==> src/rtl/render_pkg.sv <==
/*
  Shared sizes, APB bundles, register layout and pipeline types for the
  single-layer tile renderer. Imported by every RTL module and by the
  testbench, so the screen format is defined here only.
*/
`default_nettype none

package render_pkg;

  // Display format, 640x480 shown as a doubled 320x240 image
  localparam int h_visible = 640;
  localparam int v_visible = 480;
  localparam int h_total = 800;
  localparam int screen_pos_width = 10;
  localparam int render_width = 320;
  localparam int tile_size = 16;

  // External memories
  localparam int map_addr_width = 10;
  localparam int map_data_width = 16;
  localparam int vram_addr_width = 16;
  localparam int vram_data_width = 16;
  // Palette index on top of the 8-bit pixel
  localparam int pal_addr_width = 12;
  // Red low byte, green, blue high byte
  localparam int pal_data_width = 24;
  localparam int rgb_width = 18;

  // Half select over a 9-bit x
  localparam int line_buf_addr_width = 10;
  // Render x issue to line buffer write
  localparam int render_delay = 4;

  localparam int apb_addr_width = 5;
  localparam int apb_data_width = 16;

  typedef struct packed {
    logic psel;
    logic penable;
    logic pwrite;
    logic [apb_addr_width-1:0] paddr;
    logic [apb_data_width-1:0] pwdata;
  } apb_req_t;

  typedef struct packed {
    logic [apb_data_width-1:0] prdata;
    logic pready;
    logic pslverr;
  } apb_rsp_t;

  // Register word addresses
  localparam logic [apb_addr_width-1:0] reg_ctrl = 5'd0;
  localparam logic [apb_addr_width-1:0] reg_scroll_x = 5'd1;
  localparam logic [apb_addr_width-1:0] reg_scroll_y = 5'd2;
  localparam logic [apb_addr_width-1:0] reg_color_key = 5'd3;
  localparam logic [apb_addr_width-1:0] reg_data_offset = 5'd4;

  // Control word, occupies bits 6:0
  typedef struct packed {
    logic layer_enable;
    logic flip_enable;
    logic transp_enable;
    logic [3:0] pal_index;
  } tile_ctrl_t;

  typedef struct packed {
    tile_ctrl_t ctrl;
    logic [apb_data_width-1:0] scroll_x;
    logic [apb_data_width-1:0] scroll_y;
    logic [apb_data_width-1:0] color_key;
    logic [apb_data_width-1:0] data_offset;
  } tile_regs_t;

  // Tilemap word, either a plain index or flip bits over a short index
  typedef union packed {
    logic [map_data_width-1:0] raw;
    struct packed {
      logic flip_xy;
      logic flip_y;
      logic flip_x;
      logic [12:0] index;
    } flip;
  } map_entry_t;

  typedef struct packed {
    logic active;
    logic [8:0] x;
    logic [7:0] line;
    logic half;
  } render_pos_t;

  typedef struct packed {
    logic valid;
    logic byte_sel;
    logic [line_buf_addr_width-1:0] buf_addr;
  } fetch_out_t;

endpackage

`default_nettype wire

==> src/rtl/render_control.sv <==
/*
  Line pair sequencer. At h_pos 0 of every even visible line it starts a
  320 pixel render pass for the screen line v_pos/2, as long as the layer
  is enabled, and then waits for the next even line.
*/
`default_nettype none

module render_control (
  input  logic                                     clk,
  input  logic                                     reset,
  input  logic [render_pkg::screen_pos_width-1:0]  h_pos,
  input  logic [render_pkg::screen_pos_width-1:0]  v_pos,
  input  logic                                     layer_enable,
  output render_pkg::render_pos_t                  pos
);
  import render_pkg::*;

  logic start;
  logic last_x;

  assign start = layer_enable && (h_pos == '0) && (v_pos < v_visible) && !v_pos[0];
  assign last_x = pos.x == 9'(render_width - 1);

  always_ff @(posedge clk or posedge reset) begin
    if (reset) begin
      pos <= '0;
    end else if (start) begin
      pos.active <= 1'b1;
      pos.x <= '0;
      // Screen line is v_pos/2, its low bit picks the buffer half
      pos.line <= v_pos[8:1];
      pos.half <= v_pos[1];
    end else if (pos.active) begin
      if (last_x) begin
        pos.active <= 1'b0;
        pos.x <= '0;
      end else begin
        pos.x <= pos.x + 9'd1;
      end
    end
  end

  x_in_range: assert property (
    @(posedge clk) disable iff (reset)
    pos.active |-> pos.x < render_width
  );

endmodule

`default_nettype wire

==> config.mk <==
export PLATFORM = sky130hd
export DESIGN_NAME = render_control
export DESIGN_NICKNAME = d
export VERILOG_FILES = /design/src/rtl/render_pkg.sv /design/src/rtl/render_control.sv
export SDC_FILE = /design/constraint.sdc
export NUM_CORES = 1
export LEC_CHECK = 0
export ABC_AREA = 1
export BUFFER_PORTS_ARGS = -buffer_cell sky130_fd_sc_hd__buf_4
export CAP_MARGIN = 20
export CORE_ASPECT_RATIO = 1.5
export CORE_MARGIN = 3
export CORE_UTILIZATION = 39
export DETAILED_ROUTE_END_ITERATION = 8
export GPL_TIMING_DRIVEN = 0
export PLACE_DENSITY_LB_ADDON = 0.05
export RECOVER_POWER = 100
export SLEW_MARGIN = 10
export SYNTH_ARGS = -nofsm -noshare
export SYNTH_HDL_FRONTEND = slang
export SYNTH_SLANG_ARGS = --single-unit
==> constraint.sdc <==
create_clock -name clk -period 1.3 [get_ports clk]
set_input_delay 0.065 -clock clk [delete_from_list [all_inputs] [get_ports clk]]
set_output_delay 0.065 -clock clk [all_outputs]
set_load 0.05 [all_outputs]
==> results.yml, run 1 <==
drt:
  viasPerCell: 4.59
  drc: 0
  route.met2.wl_um: 1420
  wl_um: 2610
  drt_first_iter_violations: 17
  routedWlPerCell_um: 11.4
  drt_pass1_iterations: 4
  highest_layer: "met4"
  detailroute.wirelength.met3_um: 98
  dr_total_vias: 1056
  met1_length_um: 1070
  ant_nets: 0
clock_tree:
  cts_sinks: 18
  clock_latency_ns: 0.25
  htreeDepth: 1
  numCtsBuffers: 3
  root_buffer: "clkbuf_8"
  worst_setup_hold_path_clk_slew_ns: 0.07
  clk_path_buf_depth: 2
  cts_tree: "built"
cells_and_area:
  area_growth_pct: 36.4
  fin_nets: 218
  largest_register_ffs: 18
  drive_gt1_share_pct: 40.4
  final_cell_mix: "34 x nand2_1, 31 x buf_4, 25 x nand3_1, 21 x inv_1, 14 x nor2_1"
  reg.largest.list: "pos: 18 flops"
  regMostFlops: "pos"
  regArea_um2: 460
  diodes: 0
  multi_input_area_um2: 577
  fillers: 268
  final_common_cell: "nand2_1"
  layout.cells.non_filler: 230
worst_setup_path:
  worstPathArrival_ns: 1.41
  critPathMaxFanout: 5
  cp-start-kind: "flip-flop"
  cp-end-kind: "flip-flop"
  criticalPathCategory: "flip-flop to flip-flop"
  cp.required_ns: 1.48
sta:
  post-route-period-util_pct: 94.4
  maxSlewViolCount: 0
  worst_slack_ns: 0.0734
  tns_ns: 0
  setup_violations: 0
  slew_headroom_pct: 53.8
  rsz0062_at_grt: "yes"
  fin_skew_ns: 0.00307
  whs_ns: 0.0703
  tightestPinTransition_ns: 0.692
  fmax_mhz: 815
  fin_crit_ns: 1.23
  finalHoldViolations: 0
pwr:
  p_per_area_nw_per_um2: 732
  power.leakage_uw: 0.000881
  vdd_drop_max_v: 0.000661
logic_synthesis:
  yosys_warnings: 0
  syn_inst: 144
  syn-num-nets: 168
  synth_area_um2: 1140
  synth.ff_latch_count: 18
  ys_seq_area_share_pct: 39.6
  post_synth.cell_area_avg_um2: 7.90
  yosysUniqueCellTypes: 21
global_routing:
  antenna_found_initial: 0
  grt_pass1_vias: 1002
  grt_use_total_pct: 15.7
  grt_max_degree: 19
  gr-total-overflow: 0
  grt_pass1_wl_um: 4460
floorplanning:
  core_area_um2: 2730
  die_area_um2: 3610
  pin_count: 42
  rows: 23
  start_util_pct: 41.6
  die_x_um: 50.1
  fp.dieH_um: 72.1
run_status:
  status: "finished, final reports clean"
run:
  maxCapViolations: 0
hold_path:
  hold_class: "input port to flip-flop"
placed_design:
  dp_hpwl_um: 1980
  gp_congestion: 0.741
  dp.cells: 222
  io_buffer_count: 41
  place_ws_ns: -0.00755
per-stage QoR:
stage          cell area [µm²]  power, µW  util, %
2_1_floorplan             1170        670        -
3_3_place_gp              1530        742     55.9
3_5_place_dp              1530        746     55.9
4_1_cts                   1590       1150     58.3
5_1_grt                   1550       1190     56.8
6_report                  1550       1140     56.8
synthesized netlist by cell type, drive strengths merged:
| library cell | n | share of area (%) |
|---|---|---|
| dfrtp | 18 | 40 |
| ha | 1 | 1.1 |
| inv | 23 | 7.6 |
| or2 | 1 | 0.77 |
| o21ai | 9 | 6.6 |
| a21oi | 1 | 1.4 |
| xor2 | 3 | 2.3 |
| nand2 | 38 | 14 |
| nand2b | 1 | 0.55 |
| nor2 | 19 | 9.4 |
| buf | 4 | 3.6 |
| nand3 | 26 | 13 |
cell families (layout without fill, tap and decap cells):
family,Yosys count,count (layout),share of synthesized area (%)
buf+inv,27,75,11.2
fa+ha+maj,1,1,1.10
flops,18,18,39.6
xor+xnor,3,3,2.31
compound gates,10,11,8.03
simple gates,85,85,37.7
routing by layer:
metal / vias up / GRT usage (%)
met2: 24 / 29.9
li1: 543 / -
met3: 2 / 1.85
met4: 0 / 4.62
met1: 487 / 17.8
met5: - / 0
timing repair:
item / CTS / global route
buffers inserted: 0 / 2
pin swaps: 1 / 0
hold buffers: 1 / 0
setup endpoints to repair: 9 / 10
resized for setup: 0 / 2
gates cloned: 1 / 0
endpoints found under the hold margin: 18 / 0
final cells by class:
cell class	count	area share [%]
flip-flops and latches	18	29.7
plain buffers	4	2.18
well taps	37	2.98
multi-input cells	100	37.2
repair buffers	44	19.5
clock buffers	4	2.90
inverters	23	5.56
where the power goes:
| group | internal, µW | leakage (µW) | switching, µW |
|---|---|---|---|
| clock network | 217 | 0.0000228 | 175 |
| logic | 80.6 | 0.000621 | 85.9 |
| registers | 568 | 0.000238 | 9.38 |
| total | 866 | 0.000881 | 270 |
worst paths after layout:
kind                            slack, ns                  end                start  depth (start not counted)
worst max-delay path                 0.07  pos[10]$_DFFE_PP0P_  pos[10]$_DFFE_PP0P_                          6
worst min-delay path                 0.07   pos[4]$_DFFE_PP0P_             v_pos[4]                          3
worst max register to register       0.07  pos[10]$_DFFE_PP0P_  pos[10]$_DFFE_PP0P_                          6
worst min register to register       0.49   pos[4]$_DFFE_PP0P_   pos[4]$_DFFE_PP0P_                          2
max in group asynchronous            0.32  pos[15]$_DFFE_PP0P_                reset                          3
min in group asynchronous            0.50   pos[7]$_DFFE_PP0P_                reset                          3
worst max-delay path, cell delays in order (launching register included):
cell	delay (ns)
dfrtp_2	0.44
ha_4	0.19
nand2_4	0.09
nor2_4	0.06
a21oi_4	0.22
nand3_1	0.11
nand2_1	0.07
No activity file was read; power rests on OpenSTA's default activity.
==> run 2: changes to the inputs <==
--- a/config.mk
+++ b/config.mk
@@ -9,7 +9,7 @@
 export BUFFER_PORTS_ARGS = -buffer_cell sky130_fd_sc_hd__buf_4
 export CAP_MARGIN = 20
 export CORE_ASPECT_RATIO = 1.5
-export CORE_MARGIN = 3
+export CORE_MARGIN = 2
 export CORE_UTILIZATION = 39
 export DETAILED_ROUTE_END_ITERATION = 8
 export GPL_TIMING_DRIVEN = 0
==> run 2 against run 1 <==
Sequential share of layout area is 0.67 points lower; flip-flop and latch count stayed put; first-iteration DRC count is 82% lower; fmax is 1.1% lower; critical endpoint unchanged.
==> results.yml, run 2 (synthesis gave the netlist of run 1 again) <==
run_status:
  status: "finished, final reports clean"
clock_tree:
  htreeDepth: 1
  post_cts_resize_count: 0
  cts_tree: "built"
  numCtsBuffers: 3
  worst_setup_hold_path_clk_slew_ns: 0.07
  clk_path_buf_depth: 2
  cts_sinks: 18
  clock_latency_ns: 0.25
  root_buffer: "clkbuf_8"
worst_setup_path:
  max_stage_delay_ns: 0.44
  cp-end-kind: "flip-flop"
  crit_chain: "ha_4 -> nand2_4 -> nor2_4 -> a21oi_4 -> buf_12 -> nand3_1 -> nand2_1"
  reg2reg_depth: 7
  worstPathArrival_ns: 1.43
  cp.required_ns: 1.49
  cp_num_buf_inv: 1
  crit_slowest_cell: "dfrtp_2"
  crit_family: "flip-flops"
  critPathMaxFanout: 10
  cp-start-kind: "flip-flop"
  criticalPathCategory: "flip-flop to flip-flop"
  crit_cells: 7
sta:
  rsz0062_at_grt: "yes"
  setup_violations: 0
  worst_slack_ns: 0.0591
  fin_crit_ns: 1.24
  slew_headroom_pct: 53.3
  post-route-period-util_pct: 95.5
  fin_skew_ns: 0.00185
  tightestPinTransition_ns: 0.700
  maxSlewViolCount: 0
  whs_ns: 0.0590
  fmax_mhz: 806
  finalHoldViolations: 0
floorplanning:
  start_util_pct: 39.9
  die_area_um2: 3370
  rows: 24
  fp.dieH_um: 70.1
  pin_count: 42
  die_x_um: 48.1
  core_area_um2: 2850
cells_and_area:
  postLayoutCellArea_um2: 1580
  largest_register_ffs: 18
  diodes: 0
  area_growth_pct: 39.2
  post-route-util_pct: 55.5
  fin_nets: 218
  final_cell_mix: "36 x nand2_1, 31 x buf_4, 24 x nand3_1, 21 x inv_1, 15 x nor2_1"
  reg.largest.list: "pos: 18 flops"
  drive_gt1_share_pct: 40.4
  regMostFlops: "pos"
  final_common_cell: "nand2_1"
hold_path:
  holdPathStages: 3
  hold_class: "input port to flip-flop"
global_routing:
  grt_max_degree: 19
  antenna_found_initial: 0
  grt_pass1_vias: 978
  gr-total-overflow: 0
  grt_pass1_wl_um: 4100
  grt_use_total_pct: 16.4
drt:
  wl_um: 2510
  routedWlPerCell_um: 10.8
  dr_total_vias: 1045
  drt_pass1_iterations: 4
  drt_first_iter_violations: 3
  viasPerCell: 4.50
  drc: 0
  ant_nets: 0
placed_design:
  place_ws_ns: -0.0234
  dp_hpwl_um: 1950
  gp_congestion: 0.790
  io_buffer_count: 41
  placed_cell_area_um2: 1530
run:
  maxCapViolations: 0
pwr:
  p_per_area_nw_per_um2: 756
  power_frac_comb_pct: 13.9
  power.leakage_uw: 0.000900
  p_sw_share_pct: 23.4
  p_sw_uw: 280
  clkPwrFrac_pct: 37.8
  p_int_uw: 917
  vdd_drop_max_v: 0.000556
  sequentialPowerShare_pct: 48.3
-- run 2: cell types whose count changed in the layout (fill, tap and decap cells not counted), sizes merged --
cell | before | now
buf | 33 | 35
clkbuf | 18 | 17
a21oi | 2 | 1
-- run 2: worst paths after layout --
| check | start | end | slack [ns] |
|---|---|---|---|
| min in group asynchronous | reset | pos[4]$_DFFE_PP0P_ | 0.48 |
| max | pos[10]$_DFFE_PP0P_ | pos[10]$_DFFE_PP0P_ | 0.06 |
| min reg2reg | pos[4]$_DFFE_PP0P_ | pos[4]$_DFFE_PP0P_ | 0.49 |
| min | v_pos[3] | pos[3]$_DFFE_PP0P_ | 0.06 |
| max in group asynchronous | reset | pos[9]$_DFFE_PP0P_ | 0.33 |
| max reg2reg | pos[10]$_DFFE_PP0P_ | pos[10]$_DFFE_PP0P_ | 0.06 |
-- run 2: repair_timing --
action,CTS,global route
setup buffers,1,2
hold buffers,1,0
endpoints found under the hold margin,18,0
pin swaps,1,0
endpoints found under the setup margin,9,6
-- run 2: stage by stage --
step	total power (µW)	std cells	setup TNS, ns
2_1_floorplan	670	144	-0.0136
3_3_place_gp	742	224	-0.00350
3_5_place_dp	749	224	-0.139
4_1_cts	1210	230	0
5_1_grt	1260	232	-0.0162
6_report	1200	232	0
-- run 2: area by class of cell --
type                            count  area [µm²]
Buffer                              4        41.3
Clock buffer                        4        55.1
Fill cell                         289        1270
Inverter                           23        86.3
Multi-Input combinational cell     99         569
Sequential cell                    18         459
Tap cell                           39        48.8
Timing Repair Buffer               45         323
-- run 2: worst min-delay path, cell delays in order --
cell and delay, ns:
buf_4 0.10, inv_1 0.05, o21ai_2 0.05
-- run 2: routing by layer --
layer	up-vias	global-route usage (%)	part of all wire [%]
li1	542	-	-
met1	478	18.6	39
met2	23	29.0	57
met3	2	2.33	3.4
met4	0	5.41	0.92
met5	-	0	0
-- run 2: power by group through the flow --
stage               combinational (µW)  sequential (µW)  clock [µW]
floorplan                         55.8              614           0
global placement                   153              590           0
detailed placement                 157              591           0
CTS                                161              580         473
global route                       185              579         497
finish                             166              579         452
==> run 3: changes to the inputs <==
--- a/config.mk
+++ b/config.mk
@@ -5,7 +5,6 @@
 export SDC_FILE = /design/constraint.sdc
 export NUM_CORES = 1
 export LEC_CHECK = 0
-export ABC_AREA = 1
 export BUFFER_PORTS_ARGS = -buffer_cell sky130_fd_sc_hd__buf_4
 export CAP_MARGIN = 20
 export CORE_ASPECT_RATIO = 1.5
==> run 3 against run 2 <==
Count of clock-buffer cells in the layout is the same; global-route usage shrank 0.33 points; combinational power grew to 3.8 times the previous value; fmax shrank 3.5%; critical path type is now input port to flip-flop; critical path depth shrank 2; synthesized cell count shrank 47%.
==> results.yml, run 3 <==
run_status:
  status: "finished, final reports clean"
global_routing:
  gr-total-overflow: 0
  grt_pass1_vias: 731
  grt_use_total_pct: 16.0
  antenna_found_initial: 0
  grt_pass1_wl_um: 3140
  grt_max_degree: 19
worst_setup_path:
  reg2reg_depth: 4
  worstSetupEndpoint: "pos[6]$_DFFE_PP0P_"
  worstPathArrival_ns: 1.46
  critPathMaxFanout: 4
  criticalPathCategory: "input port to flip-flop"
  cp.required_ns: 1.47
  worstReg2RegEnd: "pos[14]$_DFFE_PP0P_"
  reg2reg_slack_ns: 0.03
  timing.rr.start: "pos[9]$_DFFE_PP0P_"
  setup.worst_path.start: "h_pos[7]"
  cp-start-kind: "input port"
  cp-end-kind: "flip-flop"
floorplanning:
  core_area_um2: 2180
  die_area_um2: 2640
  rows: 21
  die_x_um: 42.6
  pin_count: 42
  fp.dieH_um: 61.9
  start_util_pct: 40.0
pwr:
  power.leakage_uw: 0.000699
  p_per_area_nw_per_um2: 1190
  power.total_uw: 1660
  vdd_drop_max_v: 0.000685
sta:
  fin_crit_ns: 1.29
  rsz0062_at_grt: "yes"
  tightestPinTransition_ns: 0.673
  slew_headroom_pct: 55.1
  maxSlewViolCount: 0
  fmax_mhz: 778
  fin_skew_ns: 0.00699
  setup_violations: 0
  finalHoldViolations: 0
  post-route-period-util_pct: 98.9
logic_synthesis:
  syn-num-nets: 100
  ys_seq_area_share_pct: 51.6
  ys_top_cells_by_count: "18 x dfrtp_1, 8 x mux2_2, 8 x nor2_1"
  synth_area_um2: 872
  post_synth.cell_area_avg_um2: 11.5
  netlist.area_leader.share_pct: 51.6
  yosysUniqueCellTypes: 27
  synth_area_leaders: "dfrtp_1 52%, mux2_2 10%, nor2_1 3.4%"
  yosys_warnings: 0
  yosysMostFrequentCell: "dfrtp_1"
  synth_edf_count: 0
  synth_top_cell_by_area: "dfrtp_1"
  synth.ff_latch_count: 18
  syn_inst: 76
  synth-main-ff-cell: "dfrtp_1"
  async_reset_ff_share_pct: 100
clock_tree:
  clk_path_buf_depth: 2
  cts_tree: "built"
  worst_setup_hold_path_clk_slew_ns: 0.10
  clock_latency_ns: 0.28
  htreeDepth: 1
  cts_sinks: 18
  numCtsBuffers: 3
  root_buffer: "clkbuf_4"
cells_and_area:
  reg.largest.list: "pos: 18 flops"
  drive_gt1_share_pct: 62.6
  area_growth_pct: 60.5
  diodes: 0
  final_cell_mix: "30 x buf_4, 16 x clkbuf_2, 10 x dfrtp_1"
  regMostFlops: "pos"
  post-route-util_pct: 64.2
  final_common_cell: "buf_4"
  fillers: 186
  largest_register_ffs: 18
  fin_nets: 156
drt:
  drc: 0
  drt_pass1_iterations: 4
  routedWlPerCell_um: 13.6
  wl_um: 2100
  dr_total_vias: 816
  drt_first_iter_violations: 15
  viasPerCell: 5.30
  ant_nets: 0
hold_path:
  holdPathStages: 2
  hold_class: "input port to flip-flop"
placed_design:
  io_buffer_count: 41
  dp_hpwl_um: 1540
  gp_congestion: 0.777
run:
  maxCapViolations: 0
==> run 3: logic make-up after synthesis <==
group / count (synthesis) / share of synthesized area [%]
fa+ha+maj: 1 / 1.43
simple gates: 29 / 20.7
buf+inv: 5 / 3.01
xor+xnor: 4 / 4.02
compound gates: 9 / 6.60
flops: 18 / 51.6
mux: 10 / 12.6
==> run 3: metal layers <==
layer	part of all wire (%)	up-vias	wire, µm	GRT usage [%]
li1	-	384	-	-
met1	39	392	813	18.9
met2	54	36	1130	29.2
met3	5.7	4	119	1.73
met4	1.8	0	37	8.04
met5	0	-	0	0
==> run 3: worst min-delay path by stage <==
stage	from	end	slack, ns
2_1_floorplan	reset	pos[14]$_DFFE_PP0P_	0.003
3_3_place_gp	reset	pos[17]$_DFFE_PP0P_	0.21
3_5_place_dp	reset	pos[3]$_DFFE_PP0P_	0.21
4_1_cts	v_pos[4]	pos[4]$_DFFE_PP0P_	0.001
5_1_grt	v_pos[4]	pos[4]$_DFFE_PP0P_	0.005
6_report	v_pos[4]	pos[4]$_DFFE_PP0P_	0.007
==> run 3: report_power, final <==
part	total (µW)	internal, µW	switching, µW	leakage (µW)
registers	690	621	69.1	0.000205
clock network	334	170	164	0.0000210
logic	636	257	379	0.000472
total	1660	1050	612	0.000699
==> run 3: worst max-delay path, cell delays in order <==
cell and delay, ns:
buf_6 0.09, or4_4 0.53, nor4_4 0.27, buf_4 0.20, mux2_4 0.30
==> run 3: what timing repair did <==
action,4_1_cts,5_1_grt
hold buffers,1,2
setup buffers,6,0
hold endpoints to repair,18,2
setup endpoints to repair,18,18
resized for setup,5,14
pin swaps,3,4
cloned,0,1
==> run 3: final cells by class <==
class	instances	area [µm²]	share of cell area, %
inverters	3	11.3	0.804
plain buffers	2	15.0	1.07
repair buffers	51	362	25.8
well taps	23	28.8	2.06
multi-input cells	53	487	34.8
clock buffers	4	36.3	2.59
flip-flops and latches	18	460	32.9
==> run 3: metrics by stage <==
step / worst slack [ns] / setup TNS (ns) / hold slack [ns] / std cells / area, µm²
after floorplan: -0.237 / -3.37 / 0.00316 / 76 / 921
after global placement: -0.492 / -8.32 / 0.205 / 140 / 1260
after detailed placement: -0.503 / -8.32 / 0.207 / 140 / 1260
after CTS: -0.0333 / -0.218 / 0.00123 / 151 / 1360
after global routing: -0.0419 / -0.244 / 0.00527 / 154 / 1400
final: 0.0139 / 0 / 0.00666 / 154 / 1400
